`config.mk`:
```
export PLATFORM = sky130hd
export DESIGN_NAME = ctrl_regs
export DESIGN_NICKNAME = d
export VERILOG_FILES = /design/src/ctrl_regs.sv
export VERILOG_INCLUDE_DIRS = /design/src /design/src/src
export SDC_FILE = /design/constraint.sdc
export NUM_CORES = 1
export LEC_CHECK = 0
export BUFFER_PORTS_ARGS = -buffer_cell sky130_fd_sc_hd__buf_2
export CAP_MARGIN = 15
export CELL_PAD_IN_SITES_DETAIL_PLACEMENT = 0
export CELL_PAD_IN_SITES_GLOBAL_PLACEMENT = 2
export CORE_MARGIN = 1.5
export CORE_UTILIZATION = 10
export DETAILED_ROUTE_END_ITERATION = 10
export PLACE_DENSITY = 0.95
export SLEW_MARGIN = 20
export SYNTH_ARGS = -nofsm -noshare
export SYNTH_HDL_FRONTEND = slang
export SYNTH_SLANG_ARGS = --single-unit
```
`constraint.sdc`:
```
create_clock -name okClk -period 2.5 [get_ports okClk]
set_clock_uncertainty 0.15 [all_clocks]
set_input_delay 0.375 -clock okClk [delete_from_list [all_inputs] [get_ports okClk]]
set_output_delay 0.375 -clock okClk [all_outputs]
set_load 0.01 [all_outputs]
```
`src/ramtest_params.svh`:
```
//--------------------------------------------------
// RAM test sizes
// Host word, memory beat and buffer dimensions
//--------------------------------------------------
`ifndef RAMTEST_PARAMS_SVH
`define RAMTEST_PARAMS_SVH

`define RT_HOST_W         32
`define RT_BEAT_W         256
`define RT_WORDS_PER_BEAT 8
`define RT_BLOCK_WORDS    128
`define RT_IN_DEPTH       1024
`define RT_OUT_DEPTH      1024
`define RT_HEADROOM       20
`define RT_ADDR_W         30
`define RT_MEM_BEATS      256

// Derived sizes, kept in step with the values above
`define RT_IN_BEATS       (`RT_IN_DEPTH / `RT_WORDS_PER_BEAT)
`define RT_OUT_BEATS      (`RT_OUT_DEPTH / `RT_WORDS_PER_BEAT)
`define RT_IDX_W          3
`define RT_BUF_PTR_W      7
`define RT_BCNT_W         8
`define RT_WCNT_W         11
// One extra lap bit above the beat address
`define RT_MEM_PTR_W      9

`endif
```
`src/ctrl_regs.sv`:
```
//--------------------------------------------------
// Control register block
// Enables, soft reset, block throttle and LEDs
//--------------------------------------------------
`timescale 1ns/1ps
`include "ramtest_params.svh"

module ctrl_regs (
	input  logic                  okClk,
	input  logic                  rst_n,
	input  logic                  ctrl_wr,
	input  logic [31:0]           ctrl_data,
	input  logic                  calib_done,
	input  logic                  wdf_rdy,
	input  logic [`RT_WCNT_W-1:0] in_words,
	input  logic [`RT_WCNT_W-1:0] out_words,
	output logic                  reads_en,
	output logic                  writes_en,
	output logic                  soft_rst,
	output logic                  pi_ready,
	output logic                  po_ready,
	output logic [7:0]            led
);

	logic [2:0] ctrl_q;

	// Control word, bit 2 is a level
	always_ff @(posedge okClk or negedge rst_n) begin
		if (!rst_n) begin
			ctrl_q <= '0;
		end else if (ctrl_wr) begin
			ctrl_q <= ctrl_data[2:0];
		end
	end

	assign reads_en  = ctrl_q[0];
	assign writes_en = ctrl_q[1];
	assign soft_rst  = ctrl_q[2];

	//--------------------------------------------------
	// Block throttle
	//--------------------------------------------------
	// Room for one more block, less headroom for count lag
	always_ff @(posedge okClk or negedge rst_n) begin
		if (!rst_n) begin
			pi_ready <= 1'b0;
			po_ready <= 1'b0;
		end else begin
			pi_ready <= (in_words <= (`RT_IN_DEPTH - `RT_HEADROOM - `RT_BLOCK_WORDS));
			po_ready <= (out_words >= `RT_BLOCK_WORDS);
		end
	end

	// Upper nibble always lit
	assign led = {4'hF, reads_en, writes_en, wdf_rdy, calib_done};

endmodule

```
==> impl_results.md, run 1 <==
- Status: completed
- Clock transition at path regs: about 40 ps
- Synth Flop Type: dfrtp_1
- Total global-route track usage: 4.855%
- Die Y-Extent: 53.77 um
- Core Util, Final: 17.02%
- Largest family of logic cells by synthesized area: buffers and inverters
- RR Startpoint: ctrl_q[0]
- DP HPWL: 592 um
- Core Footprint: about 0.0025 mm2
- Avg Cell Area, Syn: 11.21 um2
- First-pass GRT wire length: 855 um
- Yosys cell types: 9
- Max Transition Viols Final: 0
- Area grow syn2layout: 62.14%
- R2r endpoint: ctrl_q[0]
- Filler cells: between 200 and 300
- Via count of the first global-routing pass: ~240
- Post-synthesis compound-gate area fraction: slightly below 7%
- Worst-path cell chain: buf_2
- DRT antenna net count: 0
- Place WS: 1190 ps
- CP Launch Type: flop
- Ports: 72
- Die ar.: 0.002891 mm2
- Num CTS Buffers: 3
- Sequential cell area: 125.1 um2
- Cell with the most instances after synthesis: buf_4
- Ant. Diodes: 0
- Multiplexer share of the synthesized area: 13.11%
- Synth Register Bits: 5
- Register area share after synthesis: 48.54%
- Yosys warnings: 0
- Crit path required time: about 2000 ps
- XOR/XNOR Fraction of Synth Area: 0%
- Hold depth: 2
- Max VDD drop: 135.8 uV
- Aggregate routed wire length: 646 um
- Worst stage delay on the critical path: 390 ps
- Worst-path maximum fanout: 3
- Fin nets: 110
- Share of Yosys cell area claimed by the top area cell type: 48.54%
- Routability cong.: 0.6525
- # clock sinks: 5
- Clk_lat worst skew: 230 ps
- Max Clock Freq: around 770 MHz
- DRC Markers: 0
- # setup viols final: 0
- Multi-input logic area: 83.83 um2
- Initial antenna violation count: 0
- Post-Syn Instances: 23
- Routed via count: 257
- Clk root buf: clkbuf_4
- PD cells: about 540 mW/mm2
- Total setup buffers inserted after CTS: 0
- CP arrival: between 700 and 800 ps
- PnR worst setup slack: roughly 1200 ps
- CP endpoint kind: output port
- Hold WC Path Type: in -> reg
- Crit path time final: 1290 ps
- Buffers on Ports: 27
- RSZ-0062 raised after global routing: no
- Initial Util: 10.50%
- Vias per std cell: 3.213
- H-tree levels: 1
- EDFF count, synth: 0
- Final Power: 224.0 uW
- Commonest cells in the netlist: 8 x buf_4, 5 x dfrtp_1, 3 x mux2_2, 2 x a31oi_1
- Max cap viols: 0
- Tcrit/Tclk final: approximately half
- Adder-cell share of the synthesized area: 0%
- R2R cell count: 1
- Lkg Pwr: 0.0002128 uW
- CP delay by family, top: flip-flops
- Synth top area cells: dfrtp_1 49%, buf_4 23%, mux2_2 13%
- Register-to-Register Setup Slack: 1580 ps
- Setup TNS: 0 ps
- Layout cells sized above 1: between 60% and 70%
- Largest net degree at the start of global routing: 6
- Cell taking the most area after synthesis: dfrtp_1
- Synth async-reset ratio: 100.0%
- CTS tree: built
- Post-Synth Simple-Gate Area: approximately 6.8%
- Initial DRC count: 0
- Critical path buffers and inverters: 1
- Aggregate global routing overflow: 0
- Slowest CP cell: dfrtp_1
- Final hold viol count: 0
- Post-synthesis instance area: between 200 and 300 um2
- Setup Crit Path Kind: reg -> out
- Worst Hold Launch: in_words[10]
- First-pass detailed-route iteration total: 1
- WL/cell: between 8 and 9 um
- Row cnt: 18
- Min-Delay Endpoint: pi_ready
- Longest Clk Path Bufs: 2
- DIE WIDTH: 53.77 um
cell families (layout without fill, tap and decap cells):
| family | count (synthesis) | count (layout) |
|---|---|---|
| buf+inv | 8 | 32 |
| flops | 5 | 5 |
| compound gates | 3 | 3 |
| mux | 3 | 3 |
| simple gates | 3 | 3 |
| other cells | 1 | 4 |
cell usage in the layout, fill, tap and decap left out:
cell type and n:
mux2_2 3, clkbuf_4 3, nor2_1 1, buf_2 27, conb_1 4, o21ai_0 1, dfrtp_1 5, a31oi_1 2
clkbuf_1 1, dlygate4sd3_1 1, or4_1 1, nand4_1 1
metal layers:
metal	share of wire [%]	wire, um	vias to the layer above	global-route usage, %
met3	20	132	2	3.333
li1	-	-	122	-
met5	0	0	-	0
met1	32	205	102	2.852
met4	0.93	6	0	4.701
met2	47	302	31	8.943
registers in the layout, summed over array words and instances (netlist names):
register  count
ctrl_q        3
pi_ready      1
po_ready      1
how the worst max path moves through the flow:
| stage | end | from | depth (start not counted) |
|---|---|---|---|
| floorplan | po_ready | out_words[7] | 1 |
| global placement | po_ready | out_words[7] | 2 |
| detailed placement | po_ready | out_words[7] | 2 |
| CTS | led[3] | ctrl_q[0] | 1 |
| global route | led[3] | ctrl_q[0] | 1 |
| finish | reads_en | ctrl_q[0] | 1 |
power by group:
part           switching (uW)  internal (uW)  total, uW  leakage (uW)
clock network            28.9           60.1       89.0     0.0000150
logic                    20.2           24.0       44.2      0.000142
registers                3.09           87.7       90.7     0.0000562
layout make-up:
cell class	count	share of cell area, %
timing repair buffer	28	34.73
multi-input combinational	13	20.06
sequential	5	29.94
tap	30	8.982
clock buffer	4	6.287
per-stage QoR:
stage                     cells  hold slack (ps)  cell area, um2
final                        80            156.7           417.9
after global routing         80            157.7           417.9
after CTS                    80            161.6           417.9
after detailed placement     75            40.41           381.6
after global placement       75            39.63           381.6
after floorplan              26           -70.59           269.0
timing repair:
| item | 4_1_cts | 5_1_grt |
|---|---|---|
| hold endpoints to repair | 5 | 0 |
| gates resized for setup | 0 | 0 |
| hold buffers | 1 | 0 |
No activity file was read; power rests on OpenSTA's default activity.
==> run 2: changes to the inputs <==
- ABC_AREA: unset -> 1
- PLACE_DENSITY: 0.95 -> 0.91
- clock period: 2.5 -> 1.3 ns (I/O delays scaled with it)
==> impl_results.md, run 2 <==
- DRT antenna net count: 0 (unchanged)
- Synth async-reset ratio: 100.0% (unchanged)
- Core Util, Final: 17.68% (+0.66 points)
- DP HPWL: 652.1 um (+10%)
- H-tree levels: 1 (unchanged)
- Final hold viol count: 0 (unchanged)
- Setup TNS: 0 ps (unchanged)
- Area grow syn2layout: 66.67%
- CP arrival: 760 ps (about the same)
- Commonest cells in the netlist: 12 x nand2_1, 8 x buf_4, 6 x nor2_1, 5 x dfrtp_1, 4 x nand3_1
- First-pass detailed-route iteration total: 2 (+1)
- Buffers on Ports: 27 (unchanged)
- Multi-input logic area: 141.4 um2 (+69%)
- First-pass GRT wire length: 1.228 mm (+44%)
- Filler cells: 358 (+30%)
- Largest net degree at the start of global routing: 6 (unchanged)
- # setup viols final: 0 (unchanged)
- Most frequent cells in the layout: 27 x buf_2, 12 x nand2_1, 6 x nor2_1
- Hold WC Path Type: in -> reg
- WL/cell: 6.780 um (-16%)
- Synth top area cells: dfrtp_1 38%, buf_4 18%, nand2_1 14%
- # clock sinks: 5 (unchanged)
- Core Footprint: 0.003078 mm2 (+25%)
- Tcrit/Tclk final: 85.04%
- Register name with the most flops: ctrl_q
- Die ar.: 0.003617 mm2 (+25%)
- CP delay by family, top: flip-flops
- DRC Markers: 0 (unchanged)
- Row cnt: 20 (+2)
- Status: completed
- Worst stage delay on the critical path: 380 ps (about the same)
- Sequential cell area: 125.1 um2 (unchanged)
- Cell with the most instances after synthesis: nand2_1
- CP Launch Type: flop
- Crit path required time: 950 ps (-1030 ps)
- Worst-path maximum fanout: 3 (unchanged)
- Post-synthesis instance area: 326.6 um2 (+27%)
- Commonest non-fill, non-tap cell in the layout: buf_2
- Critical path buffers and inverters: 1 (unchanged)
- Setup Crit Path Kind: reg -> out
- Share of Yosys cell area claimed by the top area cell type: 38.31% (-10 points)
- Max Clock Freq: roughly 900 MHz
- Layout cells sized above 1: 45.95% (-20 points)
- Routed via count: 353 (+37%)
- CTS tree: built
- Ports: 72 (unchanged)
- Via count of the first global-routing pass: 333 (+39%)
- Routability cong.: 0.6800 (+4.2%)
- Initial DRC count: 2 (+2)
- Synth Register Bits: 5 (unchanged)
- RSZ-0062 raised after global routing: no
- Worst-path cell chain: buf_2
- Yosys warnings: 0 (unchanged)
- Avg Cell Area, Syn: 7.594 um2 (-32%)
- Die Y-Extent: 60.15 um (+12%)
- # resized after CTS: 0 (unchanged)
- Clock transition at path regs: 50 ps (about the same)
- Crit path time final: 1106 ps
- Cell taking the most area after synthesis: dfrtp_1
- Num CTS Buffers: 3 (unchanged)
- Vias per std cell: 2.992 (-6.9%)
- Regs by FF count: ctrl_q: 3 flops, pi_ready: 1 flops, po_ready: 1 flops
- PD cells: 850.8 mW/mm2 (+59%)
- EDFF count, synth: 0 (unchanged)
- Synth Flop Type: dfrtp_1
- Clk_lat worst skew: 230 ps (about the same)
- Max Transition Viols Final: 0 (unchanged)
- DIE WIDTH: 60.15 um (+12%)
- Fin nets: 134 (+22%)
- Lkg Pwr: 0.0002813 uW (+32%)
- Initial antenna violation count: 0 (unchanged)
- Register area share after synthesis: 38.31% (-10 points)
- CP endpoint kind: output port
- Total global-route track usage: 4.602% (-0.25 points)
- Clk root buf: clkbuf_4
- Max FFs per register: 3 (unchanged)
- Yosys cell types: 10 (+1)
- Ant. Diodes: 0 (unchanged)
- Longest Clk Path Bufs: 2 (unchanged)
- Max cap viols: 0 (unchanged)
- Slowest CP cell: dfrtp_1
- Post-Syn Instances: 43 (+87%)
- Aggregate routed wire length: 800 um (+24%)
- Max VDD drop: 175.8 uV (+29%)
- Aggregate global routing overflow: 0 (unchanged)
- Initial Util: 10.61% (+0.11 points)
==> run 2: kinds of logic (layout without fill, tap and decap cells) <==
group | Yosys count | count (layout) | share of synthesized area (%)
muxes | 3 | 3 | 10.34
other | 1 | 4 | 1.148
buffers and inverters | 11 | 39 | 21.84
DFF | 5 | 5 | 38.31
and+or+nand+nor | 23 | 23 | 28.35
==> run 2: layer usage <==
layer	GRT usage [%]	vias to the layer above	share of wire, %
li1	-	183	-
met1	4.510	150	39
met2	7.764	18	50
met3	1.299	2	8.1
met4	4.127	0	2.1
met5	0	-	0
==> run 2: final timing paths <==
kind                               from         to  slack, ps  cells past startpoint
max                           ctrl_q[1]     led[2]        190                      1
min                        ctrl_data[0]  ctrl_q[0]         50                      2
max reg2reg                   ctrl_q[1]  ctrl_q[1]        390                      1
min reg2reg                   ctrl_q[2]  ctrl_q[2]        350                      1
max in group asynchronous         rst_n  ctrl_q[2]        710                      2
min in group asynchronous         rst_n  ctrl_q[1]        160                      2
==> run 2: final cells by class <==
type | instances | area share [%]
timing repair buffer | 32 | 34.02
clock buffer | 4 | 4.828
tap | 44 | 10.11
sequential | 5 | 22.99
inverter | 3 | 2.069
multi-input combinational | 30 | 25.98
==> run 2: what timing repair did <==
item | 4_1_cts | 5_1_grt
endpoints found under the hold margin | 6 | 0
hold buffers | 5 | 0
buffers inserted | 0 | 0
==> run 2: per-stage QoR <==
| stage | hold slack [ps] | total power [uW] | setup slack [ps] | area, um2 | instances |
|---|---|---|---|---|---|
| finish | 46.67 | 463.1 | 194.5 | 544.3 | 118 |
| global route | 40.72 | 502.6 | 156.8 | 544.3 | 118 |
| CTS | 37.59 | 475.2 | 174.7 | 544.3 | 118 |
| detailed placement | -133.1 | 278.9 | 317.3 | 467.9 | 109 |
| global placement | -133.6 | 276.7 | 315.7 | 467.9 | 109 |
| floorplan | -250.6 | 243.9 | 367.7 | 337.8 | 46 |
==> run 2: power by group <==
part | switching [uW] | internal (uW)
registers | 5.97 | 169
logic | 52.3 | 59.5
clock network | 60.4 | 116
