[config.mk]
export PLATFORM = sky130hd
export DESIGN_NAME = ddr3_mover_flat
export DESIGN_NICKNAME = d
export VERILOG_FILES = /design/src/ramtest_pkg.sv /design/src/buf_if.sv /design/src/ddr3_mover.sv /design/src/flat_wrapper.sv
export VERILOG_INCLUDE_DIRS = /design/src /design/src/src
export SDC_FILE = /design/constraint.sdc
export NUM_CORES = 1
export LEC_CHECK = 0
export ABC_CLOCK_PERIOD_IN_PS = 12200
export BUFFER_PORTS_ARGS = -buffer_cell sky130_fd_sc_hd__buf_2
export CAP_MARGIN = 20
export CELL_PAD_IN_SITES_DETAIL_PLACEMENT = 0
export CELL_PAD_IN_SITES_GLOBAL_PLACEMENT = 2
export CORE_AREA = 2 2 438 440
export CTS_CLUSTER_DIAMETER = 60
export DETAILED_ROUTE_END_ITERATION = 8
export DIE_AREA = 0 0 440 442
export HOLD_SLACK_MARGIN = 0.03
export PLACE_DENSITY = 0.42
export SLEW_MARGIN = 10
export SYNTH_ARGS = -nofsm -noshare
export SYNTH_HDL_FRONTEND = slang
export SYNTH_SLANG_ARGS = --single-unit
[constraint.sdc]
create_clock -name okClk -period 12.2 [get_ports okClk]
set_clock_uncertainty 0.05 [all_clocks]
set_input_delay 2.44 -clock okClk [delete_from_list [all_inputs] [get_ports okClk]]
set_output_delay 2.44 -clock okClk [all_outputs]
set_load 0.02 [all_outputs]
[src/ramtest_params.svh]
//--------------------------------------------------
// RAM test sizes
// Host word, memory beat and buffer dimensions
//--------------------------------------------------
`ifndef RAMTEST_PARAMS_SVH
`define RAMTEST_PARAMS_SVH

`define RT_HOST_W         32
`define RT_BEAT_W         256
`define RT_WORDS_PER_BEAT 8
`define RT_BLOCK_WORDS    128
`define RT_IN_DEPTH       1024
`define RT_OUT_DEPTH      1024
`define RT_HEADROOM       20
`define RT_ADDR_W         30
`define RT_MEM_BEATS      256

// Derived sizes, kept in step with the values above
`define RT_IN_BEATS       (`RT_IN_DEPTH / `RT_WORDS_PER_BEAT)
`define RT_OUT_BEATS      (`RT_OUT_DEPTH / `RT_WORDS_PER_BEAT)
`define RT_IDX_W          3
`define RT_BUF_PTR_W      7
`define RT_BCNT_W         8
`define RT_WCNT_W         11
// One extra lap bit above the beat address
`define RT_MEM_PTR_W      9

`endif
[src/ramtest_pkg.sv]
//--------------------------------------------------
// RAM test types
// Application command opcodes and mover states
//--------------------------------------------------
package ramtest_pkg;

	// Application port command encoding
	typedef enum logic [2:0] {
		APP_WRITE = 3'd0,
		APP_READ  = 3'd1
	} app_cmd_e;

	// Mover FSM
	typedef enum logic [1:0] {
		IDLE,
		WR_CMD,
		WR_DATA,
		RD_CMD
	} mover_state_e;

endpackage

[src/buf_if.sv]
//--------------------------------------------------
// Buffer interfaces
// Input-buffer read side and output-buffer write side
//--------------------------------------------------
`timescale 1ns/1ps
`include "ramtest_params.svh"

// Head beat of the input buffer, fall-through
interface in_buf_if;
	logic                  re;
	logic [`RT_BEAT_W-1:0] data;
	logic [`RT_BCNT_W-1:0] count;
	logic                  empty;

	modport src (input re, output data, output count, output empty);
	modport snk (output re, input data, input count, input empty);
endinterface

// Beat push into the output buffer
interface out_buf_if;
	logic                  we;
	logic [`RT_BEAT_W-1:0] data;
	logic [`RT_BCNT_W-1:0] count;
	logic                  full;

	modport snk (input we, input data, output count, output full);
	modport src (output we, output data, input count, input full);
endinterface

[src/ddr3_mover.sv]
//--------------------------------------------------
// Memory mover
// Copies beats to memory and reads them back in order
//--------------------------------------------------
`timescale 1ns/1ps
`include "ramtest_params.svh"

module ddr3_mover (
	input  logic                    okClk,
	input  logic                    rst_n,
	input  logic                    clr,
	input  logic                    calib_done,
	input  logic                    reads_en,
	input  logic                    writes_en,
	input  logic                    app_rdy,
	input  logic                    app_wdf_rdy,
	input  logic [`RT_BEAT_W-1:0]   app_rd_data,
	input  logic                    app_rd_data_valid,
	output logic                    app_en,
	output ramtest_pkg::app_cmd_e   app_cmd,
	output logic [`RT_ADDR_W-1:0]   app_addr,
	output logic                    app_wdf_wren,
	output logic [`RT_BEAT_W-1:0]   app_wdf_data,
	output logic                    app_wdf_end,
	output logic [`RT_BEAT_W/8-1:0] app_wdf_mask,
	in_buf_if.snk                   ib,
	out_buf_if.src                  ob
);
	import ramtest_pkg::*;

	mover_state_e             state_q;
	logic [`RT_MEM_PTR_W-1:0] wr_ptr_q;
	logic [`RT_MEM_PTR_W-1:0] rd_ptr_q;
	logic [`RT_MEM_PTR_W-1:0] pending;
	logic [`RT_BCNT_W-1:0]    inflight_q;
	logic [`RT_BCNT_W-1:0]    inflight_nxt;
	logic [`RT_BCNT_W-1:0]    stale_q;
	logic [`RT_BCNT_W-1:0]    stale_nxt;
	logic [`RT_BCNT_W:0]      room_need;
	logic                     pri_wr_q;
	logic                     abort_q;
	logic                     can_write;
	logic                     can_read;
	logic                     go_write;
	logic                     go_read;
	logic                     wr_done;
	logic                     rd_acc;

	// Byte-style address, eight per beat
	function automatic logic [`RT_ADDR_W-1:0] beat_addr(input logic [`RT_MEM_PTR_W-1:0] p);
		beat_addr = '0;
		beat_addr[`RT_MEM_PTR_W+1:3] = p[`RT_MEM_PTR_W-2:0];
	endfunction

	//--------------------------------------------------
	// Issue decision
	//--------------------------------------------------
	// Lap bit tells a full region from an empty one
	assign pending   = wr_ptr_q - rd_ptr_q;
	assign room_need = ob.count + inflight_q + 1'b1;
	assign can_write = writes_en && !ib.empty && (pending != `RT_MEM_BEATS) && !clr;
	assign can_read  = reads_en && (pending != '0) && !ob.full
		&& (room_need <= `RT_OUT_BEATS) && !clr;
	// Alternate turns, but drain a half-full input buffer first
	assign go_write  = calib_done && can_write
		&& (pri_wr_q || !can_read || ib.count >= `RT_IN_BEATS / 2);
	assign go_read   = calib_done && can_read && !go_write;

	assign ib.re   = (state_q == IDLE) && go_write;
	assign wr_done = (state_q == WR_CMD || state_q == WR_DATA)
		&& !(app_en && !app_rdy) && !(app_wdf_wren && !app_wdf_rdy);
	assign rd_acc  = (state_q == RD_CMD) && app_rdy;

	// Reads issued before a soft reset return stale beats and are dropped
	always_comb begin
		inflight_nxt = inflight_q + rd_acc - app_rd_data_valid;
		stale_nxt = stale_q;
		if (app_rd_data_valid && stale_q != '0) begin
			stale_nxt = stale_nxt - 1'b1;
		end
		if (rd_acc && abort_q) begin
			stale_nxt = stale_nxt + 1'b1;
		end
		if (clr) begin
			stale_nxt = inflight_nxt;
		end
	end

	assign ob.we        = app_rd_data_valid && (stale_q == '0) && !clr;
	assign ob.data      = app_rd_data;
	assign app_wdf_end  = app_wdf_wren;
	assign app_wdf_mask = '0;

	// Command and write payload, held while pending
	always_ff @(posedge okClk) begin
		if (state_q == IDLE && go_write) begin
			app_cmd      <= APP_WRITE;
			app_addr     <= beat_addr(wr_ptr_q);
			app_wdf_data <= ib.data;
		end else if (state_q == IDLE && go_read) begin
			app_cmd  <= APP_READ;
			app_addr <= beat_addr(rd_ptr_q);
		end
	end

	//--------------------------------------------------
	// FSM and pointers
	//--------------------------------------------------
	always_ff @(posedge okClk or negedge rst_n) begin
		if (!rst_n) begin
			state_q      <= IDLE;
			app_en       <= 1'b0;
			app_wdf_wren <= 1'b0;
			wr_ptr_q     <= '0;
			rd_ptr_q     <= '0;
			inflight_q   <= '0;
			stale_q      <= '0;
			pri_wr_q     <= 1'b1;
			abort_q      <= 1'b0;
		end else begin
			inflight_q <= inflight_nxt;
			stale_q    <= stale_nxt;
			case (state_q)
				IDLE: begin
					if (go_write) begin
						state_q      <= WR_CMD;
						app_en       <= 1'b1;
						app_wdf_wren <= 1'b1;
						pri_wr_q     <= 1'b0;
					end else if (go_read) begin
						state_q  <= RD_CMD;
						app_en   <= 1'b1;
						pri_wr_q <= 1'b1;
					end
				end
				WR_CMD, WR_DATA: begin
					// Command and data accepted independently
					if (app_rdy) begin
						app_en <= 1'b0;
					end
					if (app_wdf_rdy) begin
						app_wdf_wren <= 1'b0;
					end
					if (wr_done) begin
						state_q <= IDLE;
					end else if (app_en && !app_rdy) begin
						state_q <= WR_CMD;
					end else begin
						state_q <= WR_DATA;
					end
				end
				RD_CMD: begin
					if (app_rdy) begin
						app_en  <= 1'b0;
						state_q <= IDLE;
					end
				end
				default: state_q <= IDLE;
			endcase
			// A transaction caught by soft reset does not move the pointers
			if (state_q == IDLE) begin
				abort_q <= 1'b0;
			end else if (clr) begin
				abort_q <= 1'b1;
			end
			if (clr) begin
				wr_ptr_q <= '0;
				rd_ptr_q <= '0;
			end else begin
				if (wr_done && !abort_q) begin
					wr_ptr_q <= wr_ptr_q + 1'b1;
				end
				if (rd_acc && !abort_q) begin
					rd_ptr_q <= rd_ptr_q + 1'b1;
				end
			end
		end
	end

endmodule

[src/flat_wrapper.sv]
// flat-port wrapper written by rule: the top's interface ports become plain ports
module ddr3_mover_flat import ramtest_pkg::*;
  (okClk, rst_n, clr, calib_done, reads_en, writes_en, app_rdy, app_wdf_rdy, app_rd_data, app_rd_data_valid, app_en, app_cmd, app_addr, app_wdf_wren, app_wdf_data, app_wdf_end, app_wdf_mask, ib_re, ib_data, ib_count, ib_empty, ob_we, ob_data, ob_count, ob_full);
  in_buf_if ib_i ();
  out_buf_if ob_i ();
  input  logic okClk;
  input  logic rst_n;
  input  logic clr;
  input  logic calib_done;
  input  logic reads_en;
  input  logic writes_en;
  input  logic app_rdy;
  input  logic app_wdf_rdy;
  input  logic [`RT_BEAT_W-1:0] app_rd_data;
  input  logic app_rd_data_valid;
  output logic app_en;
  output ramtest_pkg::app_cmd_e app_cmd;
  output logic [`RT_ADDR_W-1:0] app_addr;
  output logic app_wdf_wren;
  output logic [`RT_BEAT_W-1:0] app_wdf_data;
  output logic app_wdf_end;
  output logic [`RT_BEAT_W/8-1:0] app_wdf_mask;
  output wire logic [$bits(ib_i.re)-1:0] ib_re;
  input wire logic [$bits(ib_i.data)-1:0] ib_data;
  input wire logic [$bits(ib_i.count)-1:0] ib_count;
  input wire logic [$bits(ib_i.empty)-1:0] ib_empty;
  output wire logic [$bits(ob_i.we)-1:0] ob_we;
  output wire logic [$bits(ob_i.data)-1:0] ob_data;
  input wire logic [$bits(ob_i.count)-1:0] ob_count;
  input wire logic [$bits(ob_i.full)-1:0] ob_full;
  assign ib_re = ib_i.re;
  assign ib_i.data = ib_data;
  assign ib_i.count = ib_count;
  assign ib_i.empty = ib_empty;
  assign ob_we = ob_i.we;
  assign ob_data = ob_i.data;
  assign ob_i.count = ob_count;
  assign ob_i.full = ob_full;
  ddr3_mover u_core (.okClk(okClk), .rst_n(rst_n), .clr(clr), .calib_done(calib_done), .reads_en(reads_en), .writes_en(writes_en), .app_rdy(app_rdy), .app_wdf_rdy(app_wdf_rdy), .app_rd_data(app_rd_data), .app_rd_data_valid(app_rd_data_valid), .app_en(app_en), .app_cmd(app_cmd), .app_addr(app_addr), .app_wdf_wren(app_wdf_wren), .app_wdf_data(app_wdf_data), .app_wdf_end(app_wdf_end), .app_wdf_mask(app_wdf_mask), .ib(ib_i), .ob(ob_i));
endmodule
==> results of run 1 <==
-- logic make-up (layout without fill, tap and decap cells) --
logic type	count (synthesis)	after routing	share of synthesized area (%)
adders and majority gates	32	32	3.02
and+or+nand+nor	117	117	4.56
DFF	305	305	66.4
muxes	15	15	1.19
xor gates and xnor gates	34	34	2.21
other	1	63	0.0278
AOI/OAI and AO/OA	78	78	3.90
buffers and inverters	358	675	18.7
-- worst min-delay path, stage by stage, from the launching register on --
cell     delay, ps
dfxtp_1        330
a21oi_1         40
a21oi_1         90
-- routing by layer --
layer	vias up	global-route usage (%)	routed length (um)
li1	3622	-	-
met1	4044	6.80	25200
met2	712	10.5	31400
met3	107	6.38	13200
met4	26	1.72	1460
met5	-	3.90	773
-- state kept, by name, indices dropped and copies added, names as in the netlist --
register / flops
u_core.app_addr: 8
u_core.pri_wr_q: 1
u_core.inflight_q: 8
u_core.stale_q: 8
u_core.abort_q: 1
u_core.app_en: 1
u_core.state_q: 2
u_core.app_wdf_end: 1
u_core.app_wdf_data: 256
u_core.wr_ptr_q: 9
u_core.app_cmd: 1
u_core.rd_ptr_q: 9
-- layout make-up --
| cell class | count | area, sq um | share of cell area (%) |
|---|---|---|---|
| flip-flops and latches | 305 | 8950 | 47.5 |
| well taps | 2511 | 3140 | 16.7 |
| repair buffers | 552 | 2790 | 14.8 |
| multi-input cells | 332 | 2220 | 11.8 |
| clock buffers | 53 | 1200 | 6.37 |
| clock inverters | 33 | 365 | 1.94 |
| inverters | 37 | 146 | 0.778 |
| diodes | 7 | 17.5 | 0.0930 |
-- synthesized netlist by cell type, drive strengths merged (6+ instances only) --
cell type  count
ha            31
mux2           8
xnor2         21
edfxtp       264
nand2         26
inv           37
xor2          13
buf          315
o21ai         18
clkbuf         6
mux2i          7
nand4          6
nor2b         10
dfrtp         39
or3           10
nor2          29
a21oi         21
-- power by group through the flow --
stage | logic [mW] | registers (mW) | clock network (mW)
2_1_floorplan | 0.481 | 1.32 | 0
3_3_place_gp | 0.595 | 1.30 | 0
3_5_place_dp | 0.591 | 1.29 | 0
4_1_cts | 0.595 | 1.27 | 1.43
5_1_grt | 0.650 | 1.28 | 1.47
6_report | 0.574 | 1.27 | 1.37
-- metrics by stage --
| step | utilization (%) | instance area (sq um) | worst slack, ps |
|---|---|---|---|
| 2_1_floorplan | - | 13700 | 687 |
| 3_3_place_gp | 9.10 | 17200 | 3610 |
| 3_5_place_dp | 9.10 | 17200 | 3720 |
| 4_1_cts | 9.92 | 18800 | 3710 |
| 5_1_grt | 9.92 | 18800 | 3770 |
| 6_report | 9.93 | 18800 | 3910 |
-- worst max path at each step --
stage                 from  endpoint  slack [ps]  cells after the start
2_1_floorplan  ob_count[3]     ib_re         690                     10
3_3_place_gp   ob_count[2]     ib_re        3610                     11
3_5_place_dp   ob_count[2]     ib_re        3720                     11
4_1_cts        ob_count[2]     ib_re        3710                     11
5_1_grt        ob_count[2]     ib_re        3770                     11
6_report       ob_count[2]     ib_re        3910                     11
==> out/results.tsv, run 1 <==
stage	metric	value	unit
grt	Congestion Overflow GR	0	
floorplan	core area	190000	sq um
worst_setup_path	critical path peak fanout	26	
drt	Routed WL per cell	18.8	um
floorplan	die footprint	194000	sq um
clock_tree	htree depth	2	
power	Comb power frac	17.9	%
synthesis	async set-reset flop share out of synthesis	13.1	%
worst_setup_path	crit path DAT	5800	ps
min_path	HP Class	reg2reg	
final_layout	most common cell after layout, fill and taps aside	buf_2	
clock_tree	Hold Buf Count CTS	0	
synthesis	Synth Cell Area	13500	sq um
synthesis	distinct cell type count after synthesis	63	
drt	DR iter-0 viols	489	
floorplan	I/O pin total	1121	
worst_setup_path	R2R Path End	u_core.app_wdf_data[167]	
worst_setup_path	crit end category	primary output	
synthesis	Yosys warnings	0	
clock_tree	clk sink count	305	
synthesis	Mean Syn Cell Area	14.3	sq um
worst_setup_path	crit-path cells	buf_2 > ha_1 > a21oi_1 > o21ai_0 > or2_2 > o32ai_1 > a31oi_1 > or3_1 > nand2_2 > inv_8 > buf_2	
sta	hold_ws	456	ps
final_layout	Filler cells	21775	
sta	final setup violation count	0	
final_layout	Layout Cells excl Fill	3830	
run	max_cap viols	0	
final_layout	area grow syn2layout	39.6	%
grt	vias in the first global route	8528	
drt	via count	8511	
grt	GRT Total Usage	7.01	%
synthesis	most common flop cell mapped by yosys	edfxtp_1	
place	Placed Cells	3737	
clock_tree	Worst-path clk slew	60	ps
floorplan	row count	160	
drt	Post-Route WL	72.0	mm
grt	largest net degree at the start of global routing	135	
worst_setup_path	largest delay contributor family on the critical path	compound AO/OA/AOI/OAI gates	
sta	post-route clock period utilization	67.9	%
final_layout	most frequent cells in the layout	buf_2, edfxtp_1, conb_1, clkbuf_16, dfrtp_1	
synthesis	post-synth top area share	58.8	%
sta	worst-margin pin slew	943	ps
synthesis	number of flops mapped to enable cells by yosys	264	
worst_setup_path	Setup crit start kind	input pin	
clock_tree	total CTS buffers	47	
clock_tree	Clock Root Buffer	clkbuf_16	
min_path	Hold Crit Endpoint	u_core.app_cmd[0]	
worst_setup_path	critical path type	in2out	
worst_setup_path	r2r setup slk	7210	ps
synthesis	Synth Register Bits	305	
sta	Peak Freq	121	MHz
final_layout	Final Net Count	1846	
worst_setup_path	Max stage delay on crit path	530	ps
sta	fin crit period	8290	ps
synthesis	register area share after synthesis	66.4	%
worst_setup_path	crit path max-delay cell type	o32ai_1	
sta	RSZ-0062 raised after global routing	false	
place	post-DP HPWL	59.9	mm
sta	Fin Setup TNS	0	ps
power	Pwr Density	171	nW/um^2
clock_tree	CTS tree	done	
grt	first-pass GRT wire length	89.2	mm
worst_setup_path	worst r2r src	u_core.inflight_q[1]	
sta	Slew headroom	37.1	%
drt	# DRC	0	
place	final estimated routing congestion in global placement	0.731	
status	outcome	complete, no violations	
clock_tree	Setup Fix Bufs, Post-CTS	0	
drt	vias per cell	2.22	
synthesis	Synth area leaders	edfxtp_1, buf_4, dfrtp_1	
clock_tree	Clock Tree Buf Depth	3	
sta	Final Hold Viols	0	
drt	Post-DRT Antenna Nets	0	
power	Sw Share	30.0	%
worst_setup_path	CP bufs+invs	3	
synthesis	Gate Count Post-Synth	940	
power	Int Pwr	2.25	mW
worst_setup_path	reg2reg path depth	11	
min_path	Hold Startpoint	u_core.app_cmd[0]	
floorplan	chip width	440	um
place	Port Buffers	546	
power	total power	3.22	mW
floorplan	initial core utilization	7.11	%
sta	final count of pins violating max slew	0	
power	sw power	0.963	mW
clock_tree	Resize count post-CTS	0	
synthesis	post-synth top area cell	edfxtp_1	
power	Clock power frac	42.6	%
power	Flop pwr share	39.5	%
grt	antenna violations before repair	21	
worst_setup_path	CP most frequent cell	buf_2	
drt	DRT Pass-1 Iters	5	
min_path	Hold Path Stages	2	
floorplan	Chip Height	442	um
final_layout	proportion of layout cells with a drive suffix above 1	49.3	%
worst_setup_path	worst path required time	9710	ps
power	leakage	6.95	nW
power	Peak VDD IR	0.0880	mV
clock_tree	Clk Latency, worst-skew pair	610	ps
Note: power is estimated with default switching activity, not from simulation.
==> run 2: changes to the inputs <==
ABC_AREA = 1   (was default)
ABC_CLOCK_PERIOD_IN_PS = 6900   (was 12200)
CORE_AREA = 2 2 437 439   (was 2 2 438 440)
DIE_AREA = 0 0 439 441   (was 0 0 440 442)
PLACE_DENSITY = 0.44   (was 0.42)
clock period = 6.9 ns   (was 12.2 ns; I/O delays follow)
==> run 2 against run 1 <==
Against the previous run:
- wire length grew 2.8%
- global-route usage grew 0.10 points
- combinational power grew 110%
- synthesized area grew 2.2%
- setup slack lost 1900 ps
- die area shrank 0.45%
- sequential share of layout area shrank 0.81 points
- critical path depth grew 3
- via count grew 4.8%
- utilization grew 0.19 points
- clock power grew 77%
- critical endpoint unchanged
==> out/results.tsv, run 2 <==
stage	metric	value	unit	change
status	outcome	complete, no violations		
clock_tree	Clock Tree Buf Depth	3		unchanged
sta	Slew headroom	44.2	%	+7.1 points
worst_setup_path	CP bufs+invs	4		+1
floorplan	initial core utilization	7.29	%	+0.17 points
final_layout	area grow syn2layout	39.0	%	
sta	fin crit period	4860	ps	
drt	DRT Pass-1 Iters	5		unchanged
drt	Post-Route WL	74.0	mm	+2.8%
synthesis	Synth Cell Area	13800	sq um	+2.2%
power	Peak VDD IR	0.162	mV	+85%
synthesis	Mean Syn Cell Area	12.8	sq um	-11%
floorplan	die footprint	194000	sq um	-0.45%
grt	first-pass GRT wire length	90.5	mm	+1.4%
min_path	HP Class	reg2reg		
power	Flop pwr share	38.0	%	-1.5 points
place	pre-CTS WS	1920	ps	-1790 ps
sta	worst-margin pin slew	836	ps	-107 ps
sta	Fin Setup TNS	0	ps	unchanged
synthesis	post-synth top area share	57.5	%	-1.3 points
drt	vias per cell	2.25		+1.1%
clock_tree	total CTS buffers	48		+2.1%
final_layout	Largest register FFs	256		unchanged
synthesis	Synth Register Bits	305		unchanged
power	Int Pwr	3.97	mW	+76%
worst_setup_path	crit-path cells	buf_2 > ha_1 > a21oi_2 > inv_1 > nand2_1 > nand3_1 > nand2_1 > nand2_1 > nand3_1 > nand2_1 > nand4_2 > nand3_4 > inv_8 > buf_2		
clock_tree	clk sink count	305		unchanged
drt	Post-DRT Antenna Nets	0		unchanged
clock_tree	Clk Latency, worst-skew pair	630	ps	+20 ps
clock_tree	Resize count post-CTS	0		unchanged
power	sw power	1.93	mW	+100%
sta	post-route clock period utilization	70.4	%	
worst_setup_path	crit end category	primary output		
power	Comb power frac	20.8	%	+2.9 points
clock_tree	htree depth	2		unchanged
grt	antenna violations before repair	26		+24%
worst_setup_path	critical path peak fanout	7		-73%
worst_setup_path	Max stage delay on crit path	360	ps	-170 ps
final_layout	most flop-heavy register	u_core.app_wdf_data		
power	Pwr Density	308	nW/um^2	+81%
synthesis	async set-reset flop share out of synthesis	13.1	%	unchanged
synthesis	Yosys warnings	0		unchanged
worst_setup_path	crit path DAT	3430	ps	-2370 ps
floorplan	I/O pin total	1121		unchanged
final_layout	most common cell after layout, fill and taps aside	buf_2		
grt	Congestion Overflow GR	0		unchanged
floorplan	Chip Height	441	um	-0.23%
worst_setup_path	r2r setup slk	3100	ps	-4110 ps
place	post-DP HPWL	62.4	mm	+4.1%
floorplan	core area	189000	sq um	-0.21%
floorplan	row count	160		unchanged
worst_setup_path	worst path required time	5470	ps	-4240 ps
synthesis	Commonest cells post-synth	buf_4, edfxtp_1, nand2_1		
worst_setup_path	worst r2r src	u_core.rd_ptr_q[6]		
worst_setup_path	largest delay contributor family on the critical path	simple AND/OR/NAND/NOR gates		
clock_tree	Hold Buf Count CTS	0		unchanged
min_path	Hold Startpoint	u_core.app_cmd[0]		
final_layout	largest registers	u_core.app_wdf_data: 256 flops, u_core.rd_ptr_q: 9 flops, u_core.wr_ptr_q: 9 flops		
min_path	Hold Crit Endpoint	u_core.app_cmd[0]		
grt	GRT Total Usage	7.11	%	+0.10 points
worst_setup_path	R2R Path End	u_core.app_wdf_data[149]		
clock_tree	CTS tree	done		
final_layout	most frequent cells in the layout	buf_2, edfxtp_1, nand2_1, inv_1, conb_1		
grt	largest net degree at the start of global routing	112		-17%
clock_tree	Clock Root Buffer	clkbuf_16		
drt	# DRC	0		unchanged
worst_setup_path	crit path from	ob_count[3]		
grt	vias in the first global route	8930		+4.7%
sta	Final Hold Viols	0		unchanged
worst_setup_path	crit path max-delay cell type	ha_1		
final_layout	proportion of layout cells with a drive suffix above 1	46.4	%	-2.9 points
drt	Routed WL per cell	18.6	um	-0.80%
drt	via count	8919		+4.8%
final_layout	fin area	19200	sq um	+1.7%
sta	final count of pins violating max slew	0		unchanged
run	max_cap viols	0		unchanged
worst_setup_path	critical path type	in2out		
worst_setup_path	reg2reg path depth	15		+4
drt	DR iter-0 viols	450		-8.0%
final_layout	Final Net Count	1985		+7.5%
synthesis	number of flops mapped to enable cells by yosys	264		unchanged
synthesis	Synth area leaders	edfxtp_1, buf_4, dfrtp_1		
place	Port Buffers	546		unchanged
place	DP Area	17600	sq um	+1.8%
power	leakage	7.42	nW	+6.7%
worst_setup_path	Setup crit start kind	input pin		
place	final estimated routing congestion in global placement	0.738		+0.94%
final_layout	Filler cells	21826		+0.23%
sta	RSZ-0062 raised after global routing	false		
synthesis	Gate Count Post-Synth	1075		+14%
sta	final worst setup slack	2040	ps	-1870 ps
floorplan	chip width	439	um	-0.23%
clock_tree	Worst-path clk slew	50	ps	about the same
min_path	Hold Path Stages	2		unchanged
synthesis	most common flop cell mapped by yosys	edfxtp_1		
synthesis	top-count cell post-synth	buf_4		
synthesis	register area share after synthesis	64.9	%	-1.4 points
clock_tree	Setup Fix Bufs, Post-CTS	0		unchanged
sta	final setup violation count	0		unchanged
synthesis	post-synth top area cell	edfxtp_1		
final_layout	Sequential Area	8950	sq um	unchanged
power	Clock power frac	41.1	%	-1.5 points
sta	Peak Freq	206	MHz	
worst_setup_path	CP most frequent cell	nand2_1		
synthesis	distinct cell type count after synthesis	45		-29%
power	Sw Share	32.7	%	+2.7 points
final_layout	multi-input logic area	2270	sq um	+2.5%
==> run 2: metal layers <==
| layer | vias to the layer above | track usage [%] | part of all wire [%] |
|---|---|---|---|
| li1 | 3941 | - | - |
| met1 | 4089 | 6.16 | 30 |
| met2 | 742 | 11.7 | 48 |
| met3 | 139 | 6.47 | 19 |
| met4 | 8 | 1.99 | 2.5 |
| met5 | - | 1.81 | 0.61 |
==> run 2: how the worst max path moves through the flow <==
stage	to	slack, ps	cells after the start
finish	ib_re	2040	14
floorplan	ib_re	50	12
global placement	ib_re	1900	14
CTS	ib_re	1910	14
detailed placement	ib_re	1920	14
global route	ib_re	1820	14
==> run 2: stage by stage <==
step / instances / power, mW / hold WS, ps / utilization [%]
4_1_cts: 3965 / 6.08 / 430 / 10.1
3_5_place_dp: 3875 / 3.56 / 416 / 9.28
6_report: 3968 / 5.91 / 425 / 10.1
3_3_place_gp: 3875 / 3.58 / 407 / 9.28
2_1_floorplan: 1130 / 3.35 / 403 / -
5_1_grt: 3966 / 6.28 / 461 / 10.1
==> run 2: worst register-to-register path, cell delays in order, from the launching register on <==
cell and delay [ps]:
dfrtp_1 440, inv_1 90, ha_1 380, nand2_1 120, inv_1 50, a21oi_1 170, nand2_1 70, nand2_1 60
nand2_1 70, nor2_2 150, nand3_2 170, nand4_2 200, nand3_4 130, inv_8 180, buf_12 500, buf_12 470
==> run 2: layout make-up <==
class / count / share of cell area (%)
multi-input combinational: 406 / 11.9
sequential: 305 / 46.7
timing repair buffer: 553 / 14.7
clock buffer: 57 / 6.45
clock inverter: 33 / 1.85
antenna: 3 / 0.0392
tap: 2511 / 16.4
inverter: 100 / 2.00
==> run 2: cell families (layout without fill, tap and decap cells) <==
| group | after synthesis | count (layout) | synth area share (%) |
|---|---|---|---|
| fa+ha+maj | 32 | 32 | 2.96 |
| xor+xnor | 16 | 16 | 1.02 |
| buf+inv | 419 | 743 | 20.1 |
| compound gates | 66 | 66 | 2.86 |
| flops | 305 | 305 | 64.9 |
| simple gates | 236 | 236 | 8.13 |
| other cells | 1 | 59 | 0.0272 |
==> run 2: power groups by stage <==
stage          clock network [mW]  registers (mW)  logic (mW)
2_1_floorplan                   0            2.33        1.02
3_3_place_gp                    0            2.29        1.28
3_5_place_dp                    0            2.29        1.27
4_1_cts                      2.55            2.26        1.28
5_1_grt                      2.60            2.27        1.42
6_report                     2.43            2.25        1.23
